### src/common/fetch_pkg.sv
// shared widths, table sizes, opcodes and counter encodings for the fetch front end
`default_nettype none

package fetch_pkg;

	////////////////////
	// datapath widths
	////////////////////
	localparam int xlen       = 64;                 // pc and address width
	localparam int inst_width = 32;                 // one instruction
	localparam int imem_width = 64;                 // memory returns two instructions

	////////////////////
	// table geometry
	////////////////////
	localparam int btb_entries     = 16;
	localparam int btb_index_bits  = 4;             // pc[5:2]
	localparam int btb_tag_bits    = xlen - btb_index_bits - 2; // rest of the pc above the index
	localparam int lht_entries     = 16;            // local history table, pc indexed
	localparam int lht_index_bits  = $clog2(lht_entries);
	localparam int local_hist_bits = 4;             // also indexes the local pattern table
	localparam int ghr_bits        = 4;             // global history, xor'd with pc[5:2]
	localparam int chooser_entries = 16;
	localparam int chooser_index_bits = $clog2(chooser_entries);

	////////////////////
	// predecode opcodes
	////////////////////
	localparam logic [6:0] opcode_branch = 7'b1100011; // beq/bne/blt/...
	localparam logic [6:0] opcode_jal    = 7'b1101111;
	localparam logic [6:0] opcode_jalr   = 7'b1100111;

	// 2-bit counters start weakly not-taken; chooser reads this as weakly local
	localparam logic [1:0] counter_reset = 2'b01;

endpackage

`default_nettype wire

### src/fetch/branch_predictor.sv
// tournament direction predictor: local and global two-level tables with a per-pc chooser
`timescale 1ns/100ps
`default_nettype none

module branch_predictor (
	input  logic                       clock,
	input  logic                       reset,
	input  logic [fetch_pkg::xlen-1:0] pc,                   // fetch pc lookup
	output logic                       pred_taken,           // final tournament pick
	output logic                       pred_local_taken,
	output logic                       pred_global_taken,
	input  logic                       resolve_valid,
	input  logic [fetch_pkg::xlen-1:0] resolve_pc,
	input  logic                       resolve_cond,         // only conditionals train here
	input  logic                       resolve_taken,
	input  logic                       resolve_local_taken,  // what each side said at fetch
	input  logic                       resolve_global_taken
);

	localparam int lpt_entries = 2 ** fetch_pkg::local_hist_bits;
	localparam int gpt_entries = 2 ** fetch_pkg::ghr_bits;

	logic [fetch_pkg::local_hist_bits-1:0] lht [fetch_pkg::lht_entries];     // per-pc histories
	logic [1:0]                            lpt [lpt_entries];                // local counters
	logic [1:0]                            gpt [gpt_entries];                // global counters
	logic [1:0]                            chooser [fetch_pkg::chooser_entries]; // 1x prefers global
	logic [fetch_pkg::ghr_bits-1:0]        ghr;

	logic [fetch_pkg::lht_index_bits-1:0]     f_lht_idx, r_lht_idx;
	logic [fetch_pkg::chooser_index_bits-1:0] f_ch_idx, r_ch_idx;
	logic [fetch_pkg::local_hist_bits-1:0]    f_lpt_idx, r_lpt_idx;
	logic [fetch_pkg::ghr_bits-1:0]           f_gpt_idx, r_gpt_idx;
	logic                                     train;

	// saturating step of a 2-bit counter
	function automatic logic [1:0] sat_step(input logic [1:0] cnt, input logic up);
		logic [1:0] res;
		res = cnt;
		if (up && cnt != 2'b11) res = cnt + 2'd1;
		else if (!up && cnt != 2'b00) res = cnt - 2'd1;
		return res;
	endfunction

	////////////////////
	// lookup side
	////////////////////
	assign f_lht_idx = pc[fetch_pkg::lht_index_bits+1:2];
	assign f_ch_idx  = pc[fetch_pkg::chooser_index_bits+1:2];
	assign f_lpt_idx = lht[f_lht_idx];                        // second level via history
	assign f_gpt_idx = ghr ^ pc[fetch_pkg::ghr_bits+1:2];     // gshare style

	assign pred_local_taken  = lpt[f_lpt_idx][1];
	assign pred_global_taken = gpt[f_gpt_idx][1];
	assign pred_taken = chooser[f_ch_idx][1] ? pred_global_taken : pred_local_taken;

	////////////////////
	// resolve side
	////////////////////
	assign train     = resolve_valid && resolve_cond;
	assign r_lht_idx = resolve_pc[fetch_pkg::lht_index_bits+1:2];
	assign r_ch_idx  = resolve_pc[fetch_pkg::chooser_index_bits+1:2];
	assign r_lpt_idx = lht[r_lht_idx];                        // history before this outcome
	assign r_gpt_idx = ghr ^ resolve_pc[fetch_pkg::ghr_bits+1:2];

	always_ff @(posedge clock) begin
		if (reset) begin
			ghr <= '0;
			for (int i = 0; i < fetch_pkg::lht_entries; i++) lht[i] <= '0;
			for (int i = 0; i < lpt_entries; i++) lpt[i] <= fetch_pkg::counter_reset;
			for (int i = 0; i < gpt_entries; i++) gpt[i] <= fetch_pkg::counter_reset;
			for (int i = 0; i < fetch_pkg::chooser_entries; i++) begin
				chooser[i] <= fetch_pkg::counter_reset; // weakly local
			end
		end else if (train) begin
			lpt[r_lpt_idx] <= sat_step(lpt[r_lpt_idx], resolve_taken);
			gpt[r_gpt_idx] <= sat_step(gpt[r_gpt_idx], resolve_taken);
			// chooser only moves when the two sides disagreed in correctness
			if ((resolve_local_taken == resolve_taken) != (resolve_global_taken == resolve_taken)) begin
				chooser[r_ch_idx] <= sat_step(chooser[r_ch_idx],
				                              resolve_global_taken == resolve_taken);
			end
			// shift the outcome into both histories
			lht[r_lht_idx] <= {lht[r_lht_idx][fetch_pkg::local_hist_bits-2:0], resolve_taken};
			ghr            <= {ghr[fetch_pkg::ghr_bits-2:0], resolve_taken};
		end
	end

endmodule

`default_nettype wire

### src/fetch/btb.sv
// direct-mapped branch target buffer, looked up by the fetch pc and written by taken resolves
`timescale 1ns/100ps
`default_nettype none

module btb (
	input  logic                       clock,
	input  logic                       reset,
	input  logic [fetch_pkg::xlen-1:0] pc,
	output logic                       btb_hit,
	output logic [fetch_pkg::xlen-1:0] btb_target,
	input  logic                       resolve_valid,
	input  logic [fetch_pkg::xlen-1:0] resolve_pc,
	input  logic                       resolve_cond,
	input  logic                       resolve_uncond,
	input  logic                       resolve_taken,
	input  logic [fetch_pkg::xlen-1:0] resolve_target
);

	logic                               valid  [fetch_pkg::btb_entries];
	logic [fetch_pkg::btb_tag_bits-1:0] tags   [fetch_pkg::btb_entries];
	logic [fetch_pkg::xlen-1:0]         target [fetch_pkg::btb_entries];

	logic [fetch_pkg::btb_index_bits-1:0] f_idx, r_idx;
	logic [fetch_pkg::btb_tag_bits-1:0]   f_tag, r_tag;
	logic                                 wr_en;

	////////////////////
	// lookup
	////////////////////
	assign f_idx = pc[fetch_pkg::btb_index_bits+1:2];             // word index, pc[5:2]
	assign f_tag = pc[fetch_pkg::xlen-1:fetch_pkg::btb_index_bits+2]; // everything above

	assign btb_hit    = valid[f_idx] && (tags[f_idx] == f_tag);
	assign btb_target = target[f_idx];

	////////////////////
	// update
	////////////////////
	assign r_idx = resolve_pc[fetch_pkg::btb_index_bits+1:2];
	assign r_tag = resolve_pc[fetch_pkg::xlen-1:fetch_pkg::btb_index_bits+2];
	// only taken branches or jumps allocate; not-taken leaves the old entry
	assign wr_en = resolve_valid && (resolve_cond || resolve_uncond) && resolve_taken;

	// valid bits, set by a taken resolve
	always_ff @(posedge clock) begin
		if (reset) begin
			for (int i = 0; i < fetch_pkg::btb_entries; i++) valid[i] <= 1'b0;
		end else if (wr_en) begin
			valid[r_idx] <= 1'b1;
		end
	end

	// tag and target of the newest taken resolve at this index
	always_ff @(posedge clock) begin
		if (wr_en) begin
			tags[r_idx]   <= r_tag;
			target[r_idx] <= resolve_target;
		end
	end

endmodule

`default_nettype wire

### src/fetch/if_stage.sv
// fetch stage: holds the pc, picks the instruction half, predecodes it and selects the next pc
`timescale 1ns/100ps
`default_nettype none

module if_stage (
	input  logic                             clock,
	input  logic                             reset,
	output logic [fetch_pkg::xlen-1:0]       imem_addr,  // 8-byte aligned fetch address
	input  logic [fetch_pkg::imem_width-1:0] imem_data,  // comes back in the same cycle
	output logic [fetch_pkg::xlen-1:0]       pc,         // current fetch pc, goes to btb and predictor
	input  logic                             btb_hit,
	input  logic [fetch_pkg::xlen-1:0]       btb_target,
	input  logic                             pred_taken, // tournament direction for this pc
	input  logic                             redirect_valid,
	input  logic [fetch_pkg::xlen-1:0]       redirect_pc,
	output logic [fetch_pkg::inst_width-1:0] fetch_inst,
	output logic [fetch_pkg::xlen-1:0]       fetch_npc,  // predicted next pc
	output logic                             fetch_pred_taken
);

	logic [fetch_pkg::xlen-1:0] pc_plus_4;
	logic [fetch_pkg::xlen-1:0] next_pc;
	logic [6:0]                 opcode;
	logic                       is_cond;   // conditional branch
	logic                       is_uncond; // jal or jalr
	logic                       take_btb;

	////////////////////
	// memory side
	////////////////////
	assign imem_addr = {pc[fetch_pkg::xlen-1:3], 3'b000}; // memory is 64 bits wide

	// pc[2] picks the upper instruction of the pair
	assign fetch_inst = pc[2] ? imem_data[fetch_pkg::imem_width-1:fetch_pkg::inst_width]
	                          : imem_data[fetch_pkg::inst_width-1:0];

	////////////////////
	// predecode
	////////////////////
	assign opcode    = fetch_inst[6:0];
	assign is_cond   = (opcode == fetch_pkg::opcode_branch);
	assign is_uncond = (opcode == fetch_pkg::opcode_jal) || (opcode == fetch_pkg::opcode_jalr);

	////////////////////
	// next pc
	////////////////////
	assign pc_plus_4 = pc + fetch_pkg::xlen'(4);

	// without a btb entry there is no target whatever the opcode says
	assign take_btb = btb_hit && (is_uncond || (is_cond && pred_taken));

	assign fetch_npc        = take_btb ? btb_target : pc_plus_4;
	assign fetch_pred_taken = take_btb;

	// the back end wins over any prediction
	assign next_pc = redirect_valid ? redirect_pc : fetch_npc;

	// pc register advances every clock since nothing stalls fetch
	always_ff @(posedge clock) begin
		if (reset) begin
			pc <= '0;            // boot from address 0
		end else begin
			pc <= next_pc;
		end
	end

endmodule

`default_nettype wire

### src/rtl/fetch_unit.sv
// fetch front end top: connects the fetch stage to the btb and the tournament predictor
`timescale 1ns/100ps
`default_nettype none

module fetch_unit (
	input  logic                             clock,
	input  logic                             reset,
	output logic [fetch_pkg::xlen-1:0]       imem_addr,
	input  logic [fetch_pkg::imem_width-1:0] imem_data,
	input  logic                             redirect_valid,  // one-cycle strobe from back end
	input  logic [fetch_pkg::xlen-1:0]       redirect_pc,
	input  logic                             resolve_valid,   // one-cycle resolve strobe
	input  logic [fetch_pkg::xlen-1:0]       resolve_pc,
	input  logic                             resolve_cond,
	input  logic                             resolve_uncond,
	input  logic                             resolve_taken,
	input  logic [fetch_pkg::xlen-1:0]       resolve_target,
	input  logic                             resolve_local_taken,
	input  logic                             resolve_global_taken,
	output logic [fetch_pkg::inst_width-1:0] fetch_inst,
	output logic [fetch_pkg::xlen-1:0]       fetch_pc,
	output logic [fetch_pkg::xlen-1:0]       fetch_npc,
	output logic                             fetch_pred_taken,
	output logic                             pred_local_taken,  // carried along for training
	output logic                             pred_global_taken
);

	logic                       btb_hit;
	logic [fetch_pkg::xlen-1:0] btb_target;
	logic                       pred_taken;

	////////////////////
	// fetch stage pc drives both lookups
	////////////////////
	if_stage u_if_stage (
		.clock, .reset, .imem_addr, .imem_data,
		.pc               (fetch_pc),
		.btb_hit, .btb_target, .pred_taken,
		.redirect_valid, .redirect_pc,
		.fetch_inst, .fetch_npc, .fetch_pred_taken
	);

	branch_predictor u_branch_predictor (
		.clock, .reset,
		.pc               (fetch_pc),
		.pred_taken, .pred_local_taken, .pred_global_taken,
		.resolve_valid, .resolve_pc, .resolve_cond, .resolve_taken,
		.resolve_local_taken, .resolve_global_taken
	);

	btb u_btb (
		.clock, .reset,
		.pc               (fetch_pc),
		.btb_hit, .btb_target,
		.resolve_valid, .resolve_pc, .resolve_cond, .resolve_uncond,
		.resolve_taken, .resolve_target
	);

endmodule

`default_nettype wire

### config.mk
export PLATFORM = sky130hd
export DESIGN_NAME = fetch_unit
export DESIGN_NICKNAME = d
export VERILOG_FILES = /design/src/common/fetch_pkg.sv /design/src/fetch/branch_predictor.sv /design/src/fetch/btb.sv /design/src/fetch/if_stage.sv /design/src/rtl/fetch_unit.sv
export SDC_FILE = /design/constraint.sdc
export NUM_CORES = 2
export LEC_CHECK = 0
export BUFFER_PORTS_ARGS = -buffer_cell sky130_fd_sc_hd__buf_4
export CORE_ASPECT_RATIO = 1.25
export CORE_MARGIN = 2
export CORE_UTILIZATION = 30
export CTS_CLUSTER_DIAMETER = 80
export DETAILED_ROUTE_END_ITERATION = 8
export MAX_ROUTING_LAYER = met4
export PLACE_DENSITY = 0.51
export SYNTH_ARGS = -nofsm -noshare
export SYNTH_HDL_FRONTEND = slang
export SYNTH_SLANG_ARGS = --single-unit
### constraint.sdc
create_clock -name clock -period 20.6 [get_ports clock]
set_input_delay 1.03 -clock clock [delete_from_list [all_inputs] [get_ports clock]]
set_output_delay 1.03 -clock clock [all_outputs]
set_load 0.01 [all_outputs]
# Word-level counts from Yosys, hierarchy flattened
# Memory sizes are Yosys's and may differ from the RTL's. A register that Yosys moved wholly into a read port is not among the register bits.
# Index checks and enable logic that the tools add are counted.
[op_classes] addsub=7 n_eq_ne=10 mux=50 bitwise_logic=2 reduce_logical=25
[op_table] operator="2-to-1 mux 64 bit" count=2
[op_table] operator="adder 64 x 3 -> 64 bit (second input constant)" count=1
[op_table] operator="== test 58 bit" count=1
[op_table] operator="2-to-1 mux 4 bit" count=11
[op_table] operator="2-to-1 mux 2 bit" count=16
[op_table] operator="2-to-1 mux 32 bit" count=1
[op_table] operator="== test 7 bit (second input constant)" count=3
[op_table] operator="2-to-1 mux 1 bit" count=20
[op_table] operator="logical AND 1 bit" count=12
[op_table] operator="bitwise XOR 4 bit" count=2
[op_table] operator="adder 2 x 1 -> 2 bit (second input constant)" count=3
[op_table] operator="!= test 2 bit (second input constant)" count=3
[op_table] operator="nonzero test 2 bit" count=3
[op_table] operator="OR reduction 2 bit" count=3
[op_table] operator="subtractor 2 x 1 -> 2 bit (second input constant)" count=3
[op_table] operator="OR reduction 4 bit" count=1
[op_table] operator="logical OR 1 bit" count=3
[op_table] operator="== test 1 bit" count=2
[op_table] operator="logical NOT 1 bit" count=2
[op_table] operator="!= test 1 bit" count=1
[op_table] operator="OR reduction 1 bit" count=1
[word_totals] regBits=68 mem_bits_rw=2128 input_bits=265 memories=7
[memory_table] name="u_btb.target" depth=16 word_bits=64 read_ports=1 rd_ports_with_merged_regs=1 write_ports=1 line_no="btb.sv:21" rtl="logic [fetch_pkg::xlen-1:0] target [fetch_pkg::btb_entries];"
[memory_table] name="u_btb.tags" depth=16 word_bits=58 read_ports=1 rd_ports_with_merged_regs=1 write_ports=1 line_no="btb.sv:20" rtl="logic [fetch_pkg::btb_tag_bits-1:0] tags [fetch_pkg::btb_entries];"
[memory_table] name="u_branch_predictor.lht" depth=16 word_bits=4 read_ports=2 rd_ports_with_merged_regs=1 write_ports=16 line_no="branch_predictor.sv:23" rtl="logic [fetch_pkg::local_hist_bits-1:0] lht [fetch_pkg::lht_entries];"
[memory_table] name="u_branch_predictor.chooser" depth=16 word_bits=2 read_ports=2 rd_ports_with_merged_regs=1 write_ports=16 line_no="branch_predictor.sv:26" rtl="logic [1:0] chooser [fetch_pkg::chooser_entries];"
[memory_table] name="u_branch_predictor.gpt" depth=16 word_bits=2 read_ports=2 rd_ports_with_merged_regs=0 write_ports=16 line_no="branch_predictor.sv:25" rtl="logic [1:0] gpt [gpt_entries];"
[memory_table] name="u_branch_predictor.lpt" depth=16 word_bits=2 read_ports=2 rd_ports_with_merged_regs=0 write_ports=16 line_no="branch_predictor.sv:24" rtl="logic [1:0] lpt [lpt_entries];"
[memory_table] name="1 more memories"

# Depth between registers and ports, before layout
[depth] ltp_word=9 mapped_depth=18 ltp_nobuf=12

# By module
# A second synthesis with hierarchy kept.
[unflattened] cells_unflattened=4818 area_unflattened_um2=91313.8
[modules_own_cells] mod="btb" n_inst=1 cells_each=3271 area_each_um2=75795.2 seq_area_each_um2=58936.5
[modules_own_cells] mod="branch_predictor" n_inst=1 cells_each=774 area_each_um2=9730.6 seq_area_each_um2=4884.7
[modules_own_cells] mod="if_stage" n_inst=1 cells_each=773 area_each_um2=5788.1 seq_area_each_um2=1281.2

# Worst setup path before layout
# OpenSTA, ideal clock, no wires.
[synth_timing] path_kind="input to register" from="input resolve_pc[2] in the netlist's numbering" to="memory u_btb.tags[5][0] in the netlist's numbering (enable)" t_arrival_ns=8.053 setup_slack_ns=11.940 stages=7 cell_sequence="clkbuf_1 buf_2 buf_1 clkbuf_1 nor2b_1 nand2_1 nor2_1"
[synth_lines] item="start: declaration" line_no="fetch_unit.sv:13" rtl="input logic [fetch_pkg::xlen-1:0] resolve_pc,"
[synth_lines] item="end: declaration" line_no="btb.sv:20"
# Straight into the memory's write port.

# Worst setup path in the final report
[layout_timing] from="register u_if_stage.pc[2] in the netlist's numbering" to="output fetch_npc[5] in the netlist's numbering"
[layout_between] elab_chain_len=7 elab_cells_between_ends=13 classes_between="add/sub: 1; eq/ne: 3; mux: 3; bitwise: 1; reduce/logical: 4; memory: 1"
[layout_lines] item="start: declaration" line_no="if_stage.sv:10" rtl="output logic [fetch_pkg::xlen-1:0] pc,"
[layout_lines] item="start signal: assignment" line_no="if_stage.sv:63" rtl="pc <= next_pc;"
[layout_lines] item="branches (longest 6 deep; another with adder 64 x 3 -> 64 bit)"
[layout_lines] item="2-to-1 mux 64 bit (*)" line_no="if_stage.sv:52" rtl="assign fetch_npc = take_btb ? btb_target : pc_plus_4;"
[layout_lines] item="end: declaration" line_no="fetch_unit.sv:22" rtl="output logic [fetch_pkg::xlen-1:0] fetch_npc,"
# Mark *: on every way between the ends.

==> impl_metrics.py <==
metrics = {
    "status": {
        "outcome": "complete, no violations",
    },
    "power_and_ir_drop": {
        "peakVddDrop_v": 0.00006980,
        "swShare_pct": 23.44,
        "clkPwrFrac_pct": 40.1,
        "p_seq_share_pct": 50.8,
        "pwr-share-comb_pct": 9.1,
        "p_leak_nw": 33.80,
        "power_density_mw_per_mm2": 92.45,
        "intPower_w": 0.007540,
        "p_sw_w": 0.002309,
    },
    "synth": {
        "syn_avg_cell_area_um2": 18.89,
        "synthTopCellsByCount": "edfxtp_1, mux4_2, nor2_1",
        "yosysTopAreaCell": "edfxtp_1",
        "synth_area_mm2": 0.09133,
        "synth_most_common_cell": "edfxtp_1",
        "yosysSeqAreaShare_pct": 71.28,
        "syn_inst": 4836,
        "synthDominantCellAreaShare_pct": 69.44,
        "yosys-top-cells-area": "edfxtp_1, mux4_2, dfxtp_1",
        "synth-edff-count": 2112,
        "synth-seq-cells": 2196,
        "ys_async_sr_fraction_pct": 0,
        "ys.flop_type": "edfxtp_1",
        "synth.distinct_cells": 82,
        "yosysWarningCount": 0,
    },
    "drt": {
        "dr.pass1.iters": 6,
        "drtAntennaViolNets": 0,
        "via_per_inst": 5.375,
        "finalWirelength_um": 305000,
        "drtIter0Drc": 5370,
        "wire_per_inst_um": 32.03,
        "drc": 0,
        "vias": 51180,
    },
    "finish": {
        "finalNetCount": 5591,
        "stdcell_area_mm2": 0.1065,
        "area_delta_synth_final_pct": 16.65,
        "drive_gt1_share_pct": 29.90,
    },
    "global_routing": {
        "grt_pass1_wl_um": 419500,
        "grt.overflow.total": 0,
        "grt_use_total_pct": 19.80,
        "antenna_found_initial": 56,
        "grt_max_degree": 103,
        "grt_pass1_vias": 51550,
    },
    "min_path": {
        "worstHoldPathType": "input pin to flip-flop",
    },
    "clocking": {
        "cts_made_buffers": 230,
        "post_cts_buffers": 0,
        "clk_pin_slew_worst_paths_ns": 0.06,
        "cts_max_level": 4,
        "postCtsHoldBufs": 0,
        "cts-root-buf": "clkbuf_16",
        "cts_sinks": 2196,
        "clock_latency_ns": 0.88,
        "cts_buffer_depth": 4,
        "ctsResizeCount": 0,
        "cts_tree": "yes",
    },
    "placed_design": {
        "dp_slack_ns": 11.06,
        "postPlaceCellArea_mm2": 0.09944,
        "io_buffers": 486,
        "hpwlAfterDp_um": 185600,
        "place.gp.congestion": 0.8847,
    },
    "timing": {
        "min_period_ns": 10.41,
        "timing.slew.headroom_pct": 11.40,
        "max_clock_freq_ghz": 0.09609,
        "hold_viol": 0,
        "worst_slew_pin_slew_ns": 1.329,
        "tns_ns": 0,
        "rsz0062_at_grt": "false",
        "fin_ws_ns": 10.19,
        "maxSlewViolCount": 0,
        "fin_skew_ns": 0.07642,
        "setup_viol": 0,
        "post-route-period-util_pct": 50.52,
    },
    "critical_path": {
        "worstPathRequired_ns": 19.57,
        "end_kind": "output pin",
        "arrival_ns": 9.38,
        "path_class": "flip-flop to output pin",
        "crit_path_frequent_cell": "buf_4",
        "worstPathCellList": "buf_4 > buf_12 > buf_4 > nand2_1 > o22ai_1 > nor3_1 > nor4_1 > mux2i_1 > nor4_1 > or4b_4 > nor3_4 > buf_4 > mux2_1 > buf_4",
        "worst_path_largest_cell_delay_ns": 0.90,
        "worstSetupStartpointType": "flip-flop",
        "slowest_stage": "dfxtp_4",
        "cp_max_fo": 75,
    },
    "floorplan": {
        "core_mm2": 0.3031,
        "start_util_pct": 30.13,
        "pin_count": 492,
        "dieArea_mm2": 0.3089,
        "die_w_um": 497.5,
        "rows": 226,
        "die_y_um": 620.9,
    },
    "flow_run": {
        "cap_violations": 0,
    },
}
-- area by class of cell --
cell class / instances / area, um2
multi-input cells: 2233 / 24370
fillers: 28590 / 196600
diodes: 31 / 77.57
inverters: 43 / 168.9
repair buffers: 615 / 4792
flip-flops and latches: 2196 / 65120
clock inverters: 99 / 797.0
clock buffers: 315 / 6217
well taps: 3990 / 4992
-- through the flow --
stage	cells	power, W	hold slack (ns)	utilization (%)
2_1_floorplan	4838	0.005580	0.4348	-
3_3_place_gp	9077	0.005988	0.4469	32.81
3_5_place_dp	9077	0.005998	0.4571	32.81
4_1_cts	9491	0.009944	0.3601	35.12
5_1_grt	9519	0.01014	0.4047	35.14
6_report	9522	0.009849	0.4385	35.15
-- kinds of logic (layout without fill, tap and decap cells) --
logic type	after synthesis	after routing	synth area share, %
multiplexers	865	865	17.92
AO/OA/AOI/OAI	317	317	2.684
AND/OR/NAND/NOR	946	946	4.846
adder cells (fa/ha/maj)	7	7	0.09589
XOR/XNOR	95	95	0.9110
other	1	34	0.004106
flip-flops	2196	2196	71.28
buffers and inverters	409	1072	2.258
-- power groups by stage --
stage	registers [W]	logic [W]	clock network [W]
floorplan	0.00507	0.000512	0
global route	0.00500	0.000943	0.00420
CTS	0.00500	0.000906	0.00404
detailed placement	0.00510	0.000903	0
global placement	0.00509	0.000897	0
finish	0.00500	0.000896	0.00395
-- layer usage --
metal | track usage [%] | up-vias | share of wire (%)
met3 | 3.489 | 464 | 6.9
met1 | 25.66 | 27910 | 41
met5 | - | - | 0
li1 | - | 20690 | -
met2 | 31.81 | 2113 | 48
met4 | 6.011 | 0 | 3.4
-- state kept, by name (all words and copies together) (netlist names) --
name / count
u_branch_predictor.lht: 64
u_branch_predictor.chooser: 32
u_if_stage.pc: 64
u_btb.target: 1024
u_branch_predictor.ghr: 4
u_branch_predictor.gpt: 32
u_btb.valid: 16
u_branch_predictor.lpt: 32
u_btb.tags: 928
-- path summary, 6_finish.rpt --
check        depth (start not counted)                 to             start  slack [ns]
max reg2reg                         13  u_if_stage.pc[49]  u_if_stage.pc[2]       12.81
min                                  1  u_btb.tags[4][11]    resolve_pc[17]        0.44
min reg2reg                          2    u_btb.valid[13]   u_btb.valid[13]        0.47
max                                 14       fetch_npc[5]  u_if_stage.pc[2]       10.19
-- worst max-delay path: cells and delay by family, from the launching register on --
family	cells	cell delay, ns
buf+inv	5	3.04
compound gates	1	0.48
mux	2	0.71
flops	1	0.90
simple gates	6	2.94
-- cell usage in the layout (no fill, tap or decap), types with 10 or more instances in the layout --
cell type / netlist / routed
a21oi_1: 33 / 33
a221oi_1: 10 / 10
a22o_1: 14 / 14
a22oi_1: 28 / 28
a311o_1: 61 / 61
and2_1: 14 / 14
and3_1: 13 / 13
and4_1: 10 / 10
buf_12: 0 / 14
buf_4: 86 / 601
bufinv_16: 0 / 11
clkbuf_1: 167 / 73
clkbuf_16: 0 / 232
clkbuf_8: 0 / 10
clkinv_1: 0 / 42
clkinv_2: 0 / 38
dfxtp_1: 84 / 79
diode_2: 0 / 31
edfxtp_1: 2112 / 2112
inv_1: 41 / 39
mux2_1: 59 / 59
mux2_2: 71 / 71
mux2i_1: 132 / 132
mux4_2: 603 / 603
nand2_1: 285 / 285
nand2b_1: 61 / 61
nand3_1: 74 / 73
nand4_1: 31 / 31
nor2_1: 286 / 269
nor2_4: 0 / 17
nor2b_1: 20 / 19
nor3_1: 33 / 33
nor4_1: 71 / 70
o21ai_0: 35 / 35
o22ai_1: 24 / 24
or2_2: 16 / 16
or3_1: 11 / 11
xnor2_1: 73 / 73
xor2_1: 22 / 22
No activity file was read; power rests on OpenSTA's default activity.
